File: src/design/axi_xbar_pkg.sv
package axi_xbar_pkg;

    localparam int AXI_ADDR_BITS = 32;
    localparam int AXI_DATA_BITS = 32;
    localparam int AXI_ID_BITS   = 4;
    // Slave side carries the master index above the master ID
    localparam int AXI_IDS_BITS  = AXI_ID_BITS + 1;
    localparam int AXI_LEN_BITS  = 4;
    localparam int AXI_RESP_BITS = 2;

    typedef logic [AXI_ADDR_BITS-1:0] addr_t;
    typedef logic [AXI_DATA_BITS-1:0] data_t;
    typedef logic [AXI_ID_BITS-1:0]   id_t;
    typedef logic [AXI_IDS_BITS-1:0]  ids_t;
    typedef logic [AXI_LEN_BITS-1:0]  len_t;
    typedef logic [AXI_RESP_BITS-1:0] resp_t;
    typedef logic [1:0]               slave_sel_t;

    localparam slave_sel_t SLAVE0        = 2'd0;
    localparam slave_sel_t SLAVE1        = 2'd1;
    localparam slave_sel_t SLAVE_DEFAULT = 2'd2;

    // Address map, everything else goes to the default slave
    localparam addr_t S0_BASE    = 32'h0000_0000;
    localparam addr_t S1_BASE    = 32'h0001_0000;
    localparam addr_t SLAVE_SPAN = 32'h0001_0000;

    localparam resp_t RESP_OKAY   = 2'd0;
    localparam resp_t RESP_DECERR = 2'd3;

endpackage

File: src/design/ar_addr_decode.sv
`timescale 1ns/1ps

module ar_addr_decode (
    input  logic                clk_i,
    input  logic                rst_i,
    input  axi_xbar_pkg::id_t   m0_ar_id_i,
    input  axi_xbar_pkg::addr_t m0_ar_addr_i,
    input  axi_xbar_pkg::len_t  m0_ar_len_i,
    input  logic                m0_ar_valid_i,
    output logic                m0_ar_ready_o,
    input  axi_xbar_pkg::id_t   m1_ar_id_i,
    input  axi_xbar_pkg::addr_t m1_ar_addr_i,
    input  axi_xbar_pkg::len_t  m1_ar_len_i,
    input  logic                m1_ar_valid_i,
    output logic                m1_ar_ready_o,
    output axi_xbar_pkg::ids_t  s0_ar_id_o,
    output axi_xbar_pkg::addr_t s0_ar_addr_o,
    output axi_xbar_pkg::len_t  s0_ar_len_o,
    output logic                s0_ar_valid_o,
    input  logic                s0_ar_ready_i,
    output axi_xbar_pkg::ids_t  s1_ar_id_o,
    output axi_xbar_pkg::addr_t s1_ar_addr_o,
    output axi_xbar_pkg::len_t  s1_ar_len_o,
    output logic                s1_ar_valid_o,
    input  logic                s1_ar_ready_i,
    output axi_xbar_pkg::ids_t  dflt_ar_id_o,
    output axi_xbar_pkg::addr_t dflt_ar_addr_o,
    output axi_xbar_pkg::len_t  dflt_ar_len_o,
    output logic                dflt_ar_valid_o,
    input  logic                dflt_ar_ready_i
);

    import axi_xbar_pkg::*;

    logic       held_q;
    logic       held_m_q;
    logic       sel_m;
    logic       req_valid;
    id_t        req_id;
    ids_t       req_ids;
    addr_t      req_addr;
    len_t       req_len;
    slave_sel_t target;
    logic       tgt_ready;

    // Held grant wins, otherwise master 0 first
    assign sel_m = held_q ? held_m_q : ~m0_ar_valid_i;

    always_comb begin
        if (sel_m) begin
            req_valid = m1_ar_valid_i;
            req_id    = m1_ar_id_i;
            req_addr  = m1_ar_addr_i;
            req_len   = m1_ar_len_i;
        end else begin
            req_valid = m0_ar_valid_i;
            req_id    = m0_ar_id_i;
            req_addr  = m0_ar_addr_i;
            req_len   = m0_ar_len_i;
        end
    end

    always_comb begin
        if (addr_t'(req_addr - S0_BASE) < SLAVE_SPAN)
            target = SLAVE0;
        else if (addr_t'(req_addr - S1_BASE) < SLAVE_SPAN)
            target = SLAVE1;
        else
            target = SLAVE_DEFAULT;
    end

    always_comb begin
        case (target)
            SLAVE0:  tgt_ready = s0_ar_ready_i;
            SLAVE1:  tgt_ready = s1_ar_ready_i;
            default: tgt_ready = dflt_ar_ready_i;
        endcase
    end

    assign req_ids = {sel_m, req_id};

    assign s0_ar_id_o      = req_ids;
    assign s0_ar_addr_o    = req_addr;
    assign s0_ar_len_o     = req_len;
    assign s0_ar_valid_o   = req_valid && (target == SLAVE0);
    assign s1_ar_id_o      = req_ids;
    assign s1_ar_addr_o    = req_addr;
    assign s1_ar_len_o     = req_len;
    assign s1_ar_valid_o   = req_valid && (target == SLAVE1);
    assign dflt_ar_id_o    = req_ids;
    assign dflt_ar_addr_o  = req_addr;
    assign dflt_ar_len_o   = req_len;
    assign dflt_ar_valid_o = req_valid && (target == SLAVE_DEFAULT);

    assign m0_ar_ready_o = ~sel_m & tgt_ready;
    assign m1_ar_ready_o = sel_m & tgt_ready;

    always_ff @(posedge clk_i or negedge rst_i) begin
        if (!rst_i) begin
            held_q   <= 1'b0;
            held_m_q <= 1'b0;
        end else begin
            held_q   <= req_valid && !tgt_ready;
            held_m_q <= sel_m;
        end
    end

    a_one_target: assert property (@(posedge clk_i) disable iff (!rst_i)
        $onehot0({s0_ar_valid_o, s1_ar_valid_o, dflt_ar_valid_o}));

    // A waiting request keeps its master, ID and address
    a_req_hold: assert property (@(posedge clk_i) disable iff (!rst_i)
        req_valid && !tgt_ready |=> req_valid && $stable(req_ids) && $stable(req_addr));

endmodule

File: src/design/default_slave.sv
`timescale 1ns/1ps

module default_slave (
    input  logic                clk_i,
    input  logic                rst_i,
    input  axi_xbar_pkg::ids_t  ar_id_i,
    input  axi_xbar_pkg::len_t  ar_len_i,
    input  logic                ar_valid_i,
    output logic                ar_ready_o,
    output axi_xbar_pkg::ids_t  r_id_o,
    output axi_xbar_pkg::data_t r_data_o,
    output axi_xbar_pkg::resp_t r_resp_o,
    output logic                r_last_o,
    output logic                r_valid_o,
    input  logic                r_ready_i
);

    import axi_xbar_pkg::*;

    typedef enum logic {
        IDLE,
        BURST
    } state_t;

    state_t state_q;
    len_t   beats_q;
    ids_t   id_q;

    assign ar_ready_o = (state_q == IDLE);
    assign r_valid_o  = (state_q == BURST);
    assign r_id_o     = id_q;
    assign r_data_o   = '0;
    assign r_resp_o   = RESP_DECERR;
    // Counter holds beats still to go after the current one
    assign r_last_o   = (beats_q == '0);

    always_ff @(posedge clk_i or negedge rst_i) begin
        if (!rst_i) begin
            state_q <= IDLE;
            beats_q <= '0;
        end else if (state_q == IDLE) begin
            if (ar_valid_i) begin
                state_q <= BURST;
                beats_q <= ar_len_i;
            end
        end else if (r_ready_i) begin
            if (r_last_o)
                state_q <= IDLE;
            else
                beats_q <= beats_q - 1'b1;
        end
    end

    always_ff @(posedge clk_i) begin
        if (ar_valid_i && ar_ready_o)
            id_q <= ar_id_i;
    end

    a_beat_hold: assert property (@(posedge clk_i) disable iff (!rst_i)
        r_valid_o && !r_ready_i |=> r_valid_o && $stable(r_id_o) && $stable(r_last_o));

endmodule

File: src/design/r_return_router.sv
`timescale 1ns/1ps

module r_return_router (
    input  logic                clk_i,
    input  logic                rst_i,
    input  axi_xbar_pkg::ids_t  src0_r_id_i,
    input  axi_xbar_pkg::data_t src0_r_data_i,
    input  axi_xbar_pkg::resp_t src0_r_resp_i,
    input  logic                src0_r_last_i,
    input  logic                src0_r_valid_i,
    output logic                src0_r_ready_o,
    input  axi_xbar_pkg::ids_t  src1_r_id_i,
    input  axi_xbar_pkg::data_t src1_r_data_i,
    input  axi_xbar_pkg::resp_t src1_r_resp_i,
    input  logic                src1_r_last_i,
    input  logic                src1_r_valid_i,
    output logic                src1_r_ready_o,
    input  axi_xbar_pkg::ids_t  srcd_r_id_i,
    input  axi_xbar_pkg::data_t srcd_r_data_i,
    input  axi_xbar_pkg::resp_t srcd_r_resp_i,
    input  logic                srcd_r_last_i,
    input  logic                srcd_r_valid_i,
    output logic                srcd_r_ready_o,
    output axi_xbar_pkg::id_t   m0_r_id_o,
    output axi_xbar_pkg::data_t m0_r_data_o,
    output axi_xbar_pkg::resp_t m0_r_resp_o,
    output logic                m0_r_last_o,
    output logic                m0_r_valid_o,
    input  logic                m0_r_ready_i,
    output axi_xbar_pkg::id_t   m1_r_id_o,
    output axi_xbar_pkg::data_t m1_r_data_o,
    output axi_xbar_pkg::resp_t m1_r_resp_o,
    output logic                m1_r_last_o,
    output logic                m1_r_valid_o,
    input  logic                m1_r_ready_i
);

    import axi_xbar_pkg::*;

    // One-hot per source: bit 0 slave 0, bit 1 slave 1, bit 2 default
    logic [2:0] lock_q;
    logic [2:0] grant;
    ids_t       ids_s;
    data_t      data_s;
    resp_t      resp_s;
    logic       last_s;
    logic       valid_s;
    logic       master;
    logic       ready_m;

    always_comb begin
        if (|lock_q)
            grant = lock_q;
        else if (srcd_r_valid_i)
            grant = 3'b100;
        else if (src1_r_valid_i)
            grant = 3'b010;
        else if (src0_r_valid_i)
            grant = 3'b001;
        else
            grant = 3'b000;
    end

    always_comb begin
        case (grant)
            3'b001:  {ids_s, data_s, resp_s, last_s, valid_s} = {src0_r_id_i, src0_r_data_i,
                         src0_r_resp_i, src0_r_last_i, src0_r_valid_i};
            3'b010:  {ids_s, data_s, resp_s, last_s, valid_s} = {src1_r_id_i, src1_r_data_i,
                         src1_r_resp_i, src1_r_last_i, src1_r_valid_i};
            3'b100:  {ids_s, data_s, resp_s, last_s, valid_s} = {srcd_r_id_i, srcd_r_data_i,
                         srcd_r_resp_i, srcd_r_last_i, srcd_r_valid_i};
            default: {ids_s, data_s, resp_s, last_s, valid_s} = '0;
        endcase
    end

    // Top ID bit names the master
    assign master  = ids_s[AXI_IDS_BITS-1];
    assign ready_m = master ? m1_r_ready_i : m0_r_ready_i;

    assign m0_r_id_o    = ids_s[AXI_ID_BITS-1:0];
    assign m0_r_data_o  = data_s;
    assign m0_r_resp_o  = resp_s;
    assign m0_r_last_o  = last_s;
    assign m0_r_valid_o = valid_s & ~master;
    assign m1_r_id_o    = ids_s[AXI_ID_BITS-1:0];
    assign m1_r_data_o  = data_s;
    assign m1_r_resp_o  = resp_s;
    assign m1_r_last_o  = last_s;
    assign m1_r_valid_o = valid_s & master;

    assign {srcd_r_ready_o, src1_r_ready_o, src0_r_ready_o} = grant & {3{ready_m}};

    // Lock on the first presented beat, release after the last is taken
    always_ff @(posedge clk_i or negedge rst_i) begin
        if (!rst_i)
            lock_q <= 3'b000;
        else if (valid_s && ready_m && last_s)
            lock_q <= 3'b000;
        else if (valid_s)
            lock_q <= grant;
    end

    a_grant_onehot: assert property (@(posedge clk_i) disable iff (!rst_i)
        $onehot0(grant));

    a_lock_stable: assert property (@(posedge clk_i) disable iff (!rst_i)
        (|lock_q) && !(valid_s && ready_m && last_s) |=> $stable(lock_q));

endmodule

File: src/design/axi_read_xbar.sv
`timescale 1ns/1ps

module axi_read_xbar (
    input  logic                clk,
    input  logic                rst,
    input  axi_xbar_pkg::id_t   m0_ar_id_i,
    input  axi_xbar_pkg::addr_t m0_ar_addr_i,
    input  axi_xbar_pkg::len_t  m0_ar_len_i,
    input  logic                m0_ar_valid_i,
    output logic                m0_ar_ready_o,
    output axi_xbar_pkg::id_t   m0_r_id_o,
    output axi_xbar_pkg::data_t m0_r_data_o,
    output axi_xbar_pkg::resp_t m0_r_resp_o,
    output logic                m0_r_last_o,
    output logic                m0_r_valid_o,
    input  logic                m0_r_ready_i,
    input  axi_xbar_pkg::id_t   m1_ar_id_i,
    input  axi_xbar_pkg::addr_t m1_ar_addr_i,
    input  axi_xbar_pkg::len_t  m1_ar_len_i,
    input  logic                m1_ar_valid_i,
    output logic                m1_ar_ready_o,
    output axi_xbar_pkg::id_t   m1_r_id_o,
    output axi_xbar_pkg::data_t m1_r_data_o,
    output axi_xbar_pkg::resp_t m1_r_resp_o,
    output logic                m1_r_last_o,
    output logic                m1_r_valid_o,
    input  logic                m1_r_ready_i,
    output axi_xbar_pkg::ids_t  s0_ar_id_o,
    output axi_xbar_pkg::addr_t s0_ar_addr_o,
    output axi_xbar_pkg::len_t  s0_ar_len_o,
    output logic                s0_ar_valid_o,
    input  logic                s0_ar_ready_i,
    input  axi_xbar_pkg::ids_t  s0_r_id_i,
    input  axi_xbar_pkg::data_t s0_r_data_i,
    input  axi_xbar_pkg::resp_t s0_r_resp_i,
    input  logic                s0_r_last_i,
    input  logic                s0_r_valid_i,
    output logic                s0_r_ready_o,
    output axi_xbar_pkg::ids_t  s1_ar_id_o,
    output axi_xbar_pkg::addr_t s1_ar_addr_o,
    output axi_xbar_pkg::len_t  s1_ar_len_o,
    output logic                s1_ar_valid_o,
    input  logic                s1_ar_ready_i,
    input  axi_xbar_pkg::ids_t  s1_r_id_i,
    input  axi_xbar_pkg::data_t s1_r_data_i,
    input  axi_xbar_pkg::resp_t s1_r_resp_i,
    input  logic                s1_r_last_i,
    input  logic                s1_r_valid_i,
    output logic                s1_r_ready_o
);

    import axi_xbar_pkg::*;

    // Default slave channels
    ids_t  dflt_ar_id;
    len_t  dflt_ar_len;
    logic  dflt_ar_valid;
    logic  dflt_ar_ready;
    ids_t  dflt_r_id;
    data_t dflt_r_data;
    resp_t dflt_r_resp;
    logic  dflt_r_last;
    logic  dflt_r_valid;
    logic  dflt_r_ready;

    ar_addr_decode ar_addr_decode_i (
        .clk_i(clk), .rst_i(rst),
        .m0_ar_id_i(m0_ar_id_i), .m0_ar_addr_i(m0_ar_addr_i), .m0_ar_len_i(m0_ar_len_i),
        .m0_ar_valid_i(m0_ar_valid_i), .m0_ar_ready_o(m0_ar_ready_o),
        .m1_ar_id_i(m1_ar_id_i), .m1_ar_addr_i(m1_ar_addr_i), .m1_ar_len_i(m1_ar_len_i),
        .m1_ar_valid_i(m1_ar_valid_i), .m1_ar_ready_o(m1_ar_ready_o),
        .s0_ar_id_o(s0_ar_id_o), .s0_ar_addr_o(s0_ar_addr_o), .s0_ar_len_o(s0_ar_len_o),
        .s0_ar_valid_o(s0_ar_valid_o), .s0_ar_ready_i(s0_ar_ready_i),
        .s1_ar_id_o(s1_ar_id_o), .s1_ar_addr_o(s1_ar_addr_o), .s1_ar_len_o(s1_ar_len_o),
        .s1_ar_valid_o(s1_ar_valid_o), .s1_ar_ready_i(s1_ar_ready_i),
        .dflt_ar_id_o(dflt_ar_id), .dflt_ar_addr_o(),
        .dflt_ar_len_o(dflt_ar_len), .dflt_ar_valid_o(dflt_ar_valid),
        .dflt_ar_ready_i(dflt_ar_ready)
    );

    // Every unmapped read gets the same answer whatever its address
    default_slave default_slave_i (
        .clk_i(clk), .rst_i(rst),
        .ar_id_i(dflt_ar_id), .ar_len_i(dflt_ar_len),
        .ar_valid_i(dflt_ar_valid), .ar_ready_o(dflt_ar_ready),
        .r_id_o(dflt_r_id), .r_data_o(dflt_r_data), .r_resp_o(dflt_r_resp),
        .r_last_o(dflt_r_last), .r_valid_o(dflt_r_valid), .r_ready_i(dflt_r_ready)
    );

    r_return_router r_return_router_i (
        .clk_i(clk), .rst_i(rst),
        .src0_r_id_i(s0_r_id_i), .src0_r_data_i(s0_r_data_i), .src0_r_resp_i(s0_r_resp_i),
        .src0_r_last_i(s0_r_last_i), .src0_r_valid_i(s0_r_valid_i),
        .src0_r_ready_o(s0_r_ready_o),
        .src1_r_id_i(s1_r_id_i), .src1_r_data_i(s1_r_data_i), .src1_r_resp_i(s1_r_resp_i),
        .src1_r_last_i(s1_r_last_i), .src1_r_valid_i(s1_r_valid_i),
        .src1_r_ready_o(s1_r_ready_o),
        .srcd_r_id_i(dflt_r_id), .srcd_r_data_i(dflt_r_data), .srcd_r_resp_i(dflt_r_resp),
        .srcd_r_last_i(dflt_r_last), .srcd_r_valid_i(dflt_r_valid),
        .srcd_r_ready_o(dflt_r_ready),
        .m0_r_id_o(m0_r_id_o), .m0_r_data_o(m0_r_data_o), .m0_r_resp_o(m0_r_resp_o),
        .m0_r_last_o(m0_r_last_o), .m0_r_valid_o(m0_r_valid_o), .m0_r_ready_i(m0_r_ready_i),
        .m1_r_id_o(m1_r_id_o), .m1_r_data_o(m1_r_data_o), .m1_r_resp_o(m1_r_resp_o),
        .m1_r_last_o(m1_r_last_o), .m1_r_valid_o(m1_r_valid_o), .m1_r_ready_i(m1_r_ready_i)
    );

endmodule

File: config.mk
export PLATFORM = sky130hd
export DESIGN_NAME = axi_read_xbar
export DESIGN_NICKNAME = d
export VERILOG_FILES = /design/src/design/axi_xbar_pkg.sv /design/src/design/ar_addr_decode.sv /design/src/design/default_slave.sv /design/src/design/r_return_router.sv /design/src/design/axi_read_xbar.sv
export SDC_FILE = /design/constraint.sdc
export NUM_CORES = 1
export LEC_CHECK = 0
export BUFFER_PORTS_ARGS = -buffer_cell sky130_fd_sc_hd__clkbuf_2
export CELL_PAD_IN_SITES_DETAIL_PLACEMENT = 0
export CELL_PAD_IN_SITES_GLOBAL_PLACEMENT = 1
export CORE_UTILIZATION = 21
export DETAILED_ROUTE_END_ITERATION = 6
export PLACE_DENSITY = 0.77
export SLEW_MARGIN = 30
export SYNTH_ARGS = -nofsm -noshare
export SYNTH_HDL_FRONTEND = slang
export SYNTH_HIERARCHICAL = 1
export SYNTH_SLANG_ARGS = --single-unit
File: constraint.sdc
create_clock -name clk -period 3.1 [get_ports clk]
set_clock_uncertainty 0.15 [all_clocks]
set_input_delay 0.93 -clock clk [delete_from_list [all_inputs] [get_ports clk]]
set_output_delay 0.93 -clock clk [all_outputs]
set_load 0.01 [all_outputs]
### Yosys cells after proc, flatten, opt, wreduce, memory -nomap -nowiden

Cells that the tools add are included.
W data, S select, Z words.

| storage, ports and cells | value |
|---|---|
| memories kept | 0 |
| input bits | 170 |
| memory bits (read-only) | 0 |
| output and inout port bits | 168 |
| RAM bits | 0 |
| logic and storage cells | 68 |
| bits in latches | 0 |
| flip-flop bits (word level) | 15 |

| operators by class | value |
|---|---|
| reduce and logical (&&, ||, !) cells | 14 |
| add/sub/neg operators | 2 |
| equality and inequality tests | 7 |
| shift operators | 0 |
| $mul | 0 |
| bitwise operators | 9 |
| divide/modulo/power cells | 0 |
| muxes and demuxes | 28 |
| magnitude comparators | 2 |

Operators by type and width:

| cell | number |
|---|---|
| $lt A32 B17 Y1 const B | 2 |
| $pmux W32 S2 | 1 |
| $mux W32 | 1 |
| $sub A32 B17 Y32 const B | 1 |
| $mux W4 | 6 |
| $mux W3 | 5 |
| $pmux W5 S3 | 1 |
| $mux W1 | 8 |
| $logic_and A1 B1 Y1 | 7 |
| $pmux W1 S3 | 2 |
| $pmux W2 S3 | 1 |
| $and A1 B1 Y1 | 4 |
| $logic_not A4 Y1 | 1 |
| $mux W2 | 2 |
| $not A1 Y1 | 4 |
| $reduce_bool A2 Y1 | 2 |
| $sub A4 B1 Y4 const B | 1 |
| $and A3 B3 Y3 | 1 |
| $eq A3 B1 Y1 const B | 1 |
| $eq A3 B2 Y1 const B | 1 |
| $eq A3 B3 Y1 const B | 1 |
| $reduce_and A3 Y1 | 1 |
| $reduce_or A3 Y1 | 1 |
| $eq A2 B1 Y1 const B | 1 |
| other kinds (6) | 6 |

### Logic depth before layout (Yosys ltp)

| depth | value |
|---|---|
| depth in word-level cells | 11 |
| depth in mapped cells | 12 |
| depth with buffers taken out | 11 |

### By module

Netlist, hierarchy kept.

By module, submodules not included:

| module | area an instance (sq um) | instances | cells each |
|---|---|---|---|
| ar_addr_decode | 1610.3 | 1 | 240 |
| r_return_router | 1117.3 | 1 | 160 |
| default_slave | 754.5 | 1 | 73 |

### Worst setup path before layout

No wires, ideal clock.

| timing path | value |
|---|---|
| path type | in2out |
| start | input port m0_ar_addr_i[26] |
| end | output port m0_ar_ready_o |
| data required time | 2.020 ns |
| path buffers | 0 |
| data arrival time | 2.273 ns |
| cell stages on the path | 6 |
| slack | -0.253 ns |
| cell sequence | or4_1 -> nor3_1 -> a2bb2oi_1 -> nor2_1 -> a311oi_2 -> nor3_1 |

| between the ends | value |
|---|---|
| cells in the longest elaborated chain, start to end | 8 |

Ends and longest elaborated chain:

| element | line | source |
|---|---|---|
| from (decl) | axi_read_xbar.sv:7 | `input axi_xbar_pkg::addr_t m0_ar_addr_i,` |
| $mux W32 * | ar_addr_decode.sv:50 | `if (sel_m) begin` |
| $sub A32 B17 Y32 | ar_addr_decode.sv:66 | `else if (addr_t'(req_addr - S1_BASE) < SLAVE_SPAN)` |
| $lt A32 B17 Y1 | ar_addr_decode.sv:66 |  |
| $mux W2 | ar_addr_decode.sv:66 |  |
| $mux W2 * | ar_addr_decode.sv:64 | `if (addr_t'(req_addr - S0_BASE) < SLAVE_SPAN)` |
| $eq A2 B1 Y1 / $logic_not A2 Y1 (equally long branches) | ar_addr_decode.sv:73 | `case (target)` |
| $pmux W1 S2 * | ar_addr_decode.sv:73 |  |
| $and A1 B1 Y1 * | ar_addr_decode.sv:95 | `assign m0_ar_ready_o = ~sel_m & tgt_ready;` |
| to (decl) | axi_read_xbar.sv:10 | `output logic m0_ar_ready_o,` |

Every way passes the cells marked *; elsewhere a longest branch is shown, timed or not.

### Final worst setup path

| timing path | value |
|---|---|
| start | input port s0_r_valid_i |
| end | output port s0_r_ready_o |

| between the ends | value |
|---|---|
| cells in the longest elaborated chain, start to end | 8 |

Ends and longest elaborated chain:

| element | line | source |
|---|---|---|
| from (decl) | axi_read_xbar.sv:37 | `input logic s0_r_valid_i,` |
| $mux W1 * | r_return_router.sv:58 | `else if (src0_r_valid_i)` |
| $mux W3 * | r_return_router.sv:56 | `else if (src1_r_valid_i)` |
| $mux W3 * | r_return_router.sv:54 | `else if (srcd_r_valid_i)` |
| $mux W3 * | r_return_router.sv:52 | `if (\|lock_q)` |
| $eq A3 B3 Y1 (tied with other cells) | r_return_router.sv:65 | `case (grant)` |
| $pmux W5 S3 | r_return_router.sv:65 |  |
| $mux W1 | r_return_router.sv:78 | `assign ready_m = master ? m1_r_ready_i : m0_r_ready_i;` |
| $and A3 B3 Y3 * | r_return_router.sv:91 | `assign {srcd_r_ready_o, src1_r_ready_o, src0_r_ready_o} = grant & {3{ready_m}};` |
| to (decl) | axi_read_xbar.sv:38 | `output logic s0_r_ready_o,` |

Marked as above.

==> summary by stage <==
Global routing
The first global-routing pass estimated between 20 and 25 mm of wire. The initial antenna violation count is 0. The via count of the first global-routing pass is ~3800. The residual overflow from global routing is 0.

Entering global routing, the biggest net connects 36 pins. The global-route total usage across every layer is approximately 16%.

Yosys
Yosys printed 6 warnings. By area the synthesized netlist is led by buf_4 34%, a222oi_1 11%, nand2_1 8.3%. The cell count after synthesis is between 400 and 500.

Counting flops with a built-in enable in the synthesized netlist gives 5. The cell area after technology mapping is 3480 um^2. After synthesis, the mean cell area works out to 7.36 um^2. Counting flops with an async set or reset pin after synthesis yields a share of between 60 and 70%. The post-synthesis sequential element count is 15. Of the synthesized area, sequential elements account for roughly 11%. The cell accounting for the most synthesized area is buf_4.

The most used flip-flop cell after synthesis is dfrtp_1. After synthesis, the largest area contributor takes up 33.6% of total cell area. The count of different cell masters after synthesis is 60.

Clock network
The clock tree from TritonCTS is yes. The root cell of the clock tree is clkbuf_16. The number of sinks handled by clock tree synthesis is 15. In this run the deepest clock path goes through 2 buffers.

After clock tree synthesis, the flow added hold-fix buffers numbering 0. The total CTS buffers is 3. The H-tree level count is 1. After clock tree synthesis, the clock-pin slew on the worst setup and hold paths is 0.05 ns.

At the later pin of the worst-skew pair, clock insertion delay measures 0.25 ns.

Die
The die width is ~130 um. The die covers between 15000 and 20000 um^2. In this run the count of I/O pins placed on the die edge is about 340. The vertical extent of the die is between 100 and 150 um. After floorplanning, the core was divided into 46 placement rows. The placeable core area is between 15000 and 20000 um^2. The starting density of the core is a little over a fifth.

Critical path
The gate family responsible for the most delay along the worst path is buffers and inverters. The worst stage delay on the critical path is 0.32 ns. The total buffers and inverters traversed by the critical path is 4.

Walking the worst path, the cells encountered are buf_6 > nor3b_4 > o21a_1 > buf_4 > a222oi_1 > buf_4 > mux2i_4 > nor2_1 > clkbuf_2. STA classifies the critical path startpoint as a primary input. The critical path endpoint category is an output port. In this design, the critical path's most frequently occurring cell is buf_4. The largest driver fanout on the critical path is 3. The worst endpoint data arrival time is between 2 and 2.5 ns.

The launch point of the worst reg-to-reg path is ar_addr_decode_i/held_q. The critical path starts at s0_r_valid_i. The worst setup path is of the primary input to output port kind.

The slowest cell on the critical path is a222oi_1. The endpoint required time on the critical path is slightly above 2 ns.

Route
In the final routed layout, each cell accounts on average for about 16 um. In the routed layout, each cell is associated on average with a via count of ~4.3. The first-pass iteration count of the detailed router is 7. The overall routed net length is around 16 mm.

The total via count in the routed design is around 4300. In the routed design, unresolved DRC markers number 0. The starting DRC count in detailed routing is 238. The detail route stage leaves a number of antenna-violating nets equal to 0.

Cells and area
The count of placed standard cells in the final layout, fillers left out is between 900 and 1000. The repair_antennas step left the layout with diodes totalling 0. Compared with the post-synthesis result, the final layout area differs by 89.6%.

The layout has 1595 filler cells. The ratio of cells with drive above 1 in the final layout is between 70 and 80%. At the end of the flow, the number of nets in the layout was ~950.

STA
Setup violations remaining at the end of the flow were counted as 159. The final hold slack is 0.400 ns. Once routing completed, OpenROAD measured the worst setup slack at -0.471 ns. The max-slew violation total from the final report is 0. The final hold violation count is 0. In the finished design, the share of the clock period the worst path needs comes to 115%. Setup repair after global routing could not meet its margin everywhere.

Subtracting the final worst setup slack from the clock period gives 3.57 ns. The maximum achievable frequency is 280 MHz.

Pwr
The maximum ir drop on the vdd rail is between 0.4 and 0.5 mV. The power density of the placed cells is between 900 and 1000 nW/um^2. Summed over all cells, the static leakage comes to approximately 3.8 nW.

Run status
The flow ran to the end, but the final reports show violations. The final reports fail on setup timing.

Place
At the end of routability-driven placement, the weighted congestion stood at approximately 0.85. After detailed placement, the design holds a cell count of approximately 950. Once detailed placement completed, the half-perimeter wirelength came to ~12 mm. The worst setup slack before clock tree synthesis is -0.522 ns.

The number of buffers inserted by port buffering is ~340.

Job
Max-cap violations in this run came to 0.

Worst hold path
The worst hold-check path type is primary input to asynchronous set/reset pin.
==> where the power goes <==
group          leakage (nW)  switching [mW]  internal, mW
Sequential            0.165          0.0751         0.296
Combinational          3.57            2.63          2.70
Clock                0.0409          0.0901         0.173
Total                  3.77            2.80          3.17
==> worst reg2reg max path, cell delays in order (launching register included) <==
cell and delay (ns):
dfrtp_1 0.41, buf_4 0.15, nor2_4 0.05, buf_12 0.13, buf_4 0.13, o2111ai_2 0.21, o41ai_4 0.14, xor2_2 0.18
buf_4 0.16, a31oi_1 0.17, and2_4 0.18, nand2b_1 0.08, inv_2 0.13, buf_4 0.17
==> metal layers <==
| layer | global-route usage (%) | vias to the layer above | wire (um) |
|---|---|---|---|
| met3 | 0.570 | 22 | 751 |
| met1 | 17.3 | 1946 | 5870 |
| met4 | 3.45 | 0 | 342 |
| met5 | 0 | - | 0 |
| li1 | - | 2065 | - |
| met2 | 33.6 | 231 | 9270 |
==> per-stage QoR <==
stage          TNS, ns  power (mW)  utilization, %  area, um^2
3_3_place_gp    -32.86        4.01            30.3        4860
4_1_cts         -29.80        4.97            34.8        5580
3_5_place_dp    -34.21        4.01            30.3        4860
5_1_grt         -44.87        6.44            41.1        6600
2_1_floorplan    -4.13        3.30               -        3680
6_report        -35.51        5.96            41.1        6600
==> worst paths after layout <==
path / cells past startpoint / to / slack (ns)
worst max-delay path: 9 / s0_r_ready_o / -0.47
min in group clk: 2 / default_slave_i/beats_q[1] / 0.42
worst min register to register: 2 / default_slave_i/beats_q[1] / 0.42
worst min-delay path: 1 / default_slave_i/beats_q[0] / 0.40
max in group asynchronous: 1 / ar_addr_decode_i/held_m_q / 2.17
worst max register to register: 13 / default_slave_i/r_id_o[0] / 0.37
==> placed cells by master, fill, tap and decap left out, types with 14 or more instances in the layout <==
cell type	netlist	final
nand2_4	0	44
nand2_1	77	23
buf_2	7	18
clkbuf_2	0	246
inv_1	46	43
mux2_4	1	14
a222oi_1	40	40
conb_1	2	34
buf_8	1	16
buf_6	1	80
buf_4	156	66
==> area by class of cell <==
class / count / area [um^2] / area share, %
Clock inverter: 1 / 5.00 / 0.0758
Tap cell: 216 / 270 / 4.09
Multi-Input combinational cell: 266 / 2330 / 35.4
Inverter: 47 / 189 / 2.86
Sequential cell: 15 / 400 / 6.06
Clock buffer: 3 / 75.1 / 1.14
Timing Repair Buffer: 443 / 3330 / 50.4
==> timing repair <==
item	CTS	global route
gates cloned	5	2
pin swaps	60	45
resized for setup	108	264
setup endpoints to repair	158	167
setup buffers	18	23
==> cells in the mapped netlist (7+ instances only) <==
cell type,n
dfrtp_1,10
inv_1,46
mux2_2,15
buf_4,156
nor2_1,17
buf_2,7
nand2_1,77
clkbuf_1,10
a222oi_1,40
a21oi_1,8
nor3_1,11
==> cell families (layout without fill, tap and decap cells) <==
group	count (synthesis)	count (layout)	share of synthesized area, %
flip-flops	15	15	11.5
XOR/XNOR	3	3	0.970
multiplexers	22	22	7.37
adder cells (fa/ha/maj)	1	1	0.359
AO/OA/AOI/OAI	75	75	19.4
other	2	34	0.216
AND/OR/NAND/NOR	131	131	18.3
buffers and inverters	224	494	42.0
==> registers in the layout, summed over array words and instances, names as in the netlist <==
signal,cells
ar_addr_decode_i/held_m_q,1
default_slave_i/r_id_o,5
ar_addr_decode_i/held_q,1
default_slave_i/beats_q,4
default_slave_i/r_valid_o,1
r_return_router_i/lock_q,3
Note: power is estimated with default switching activity, not from simulation.
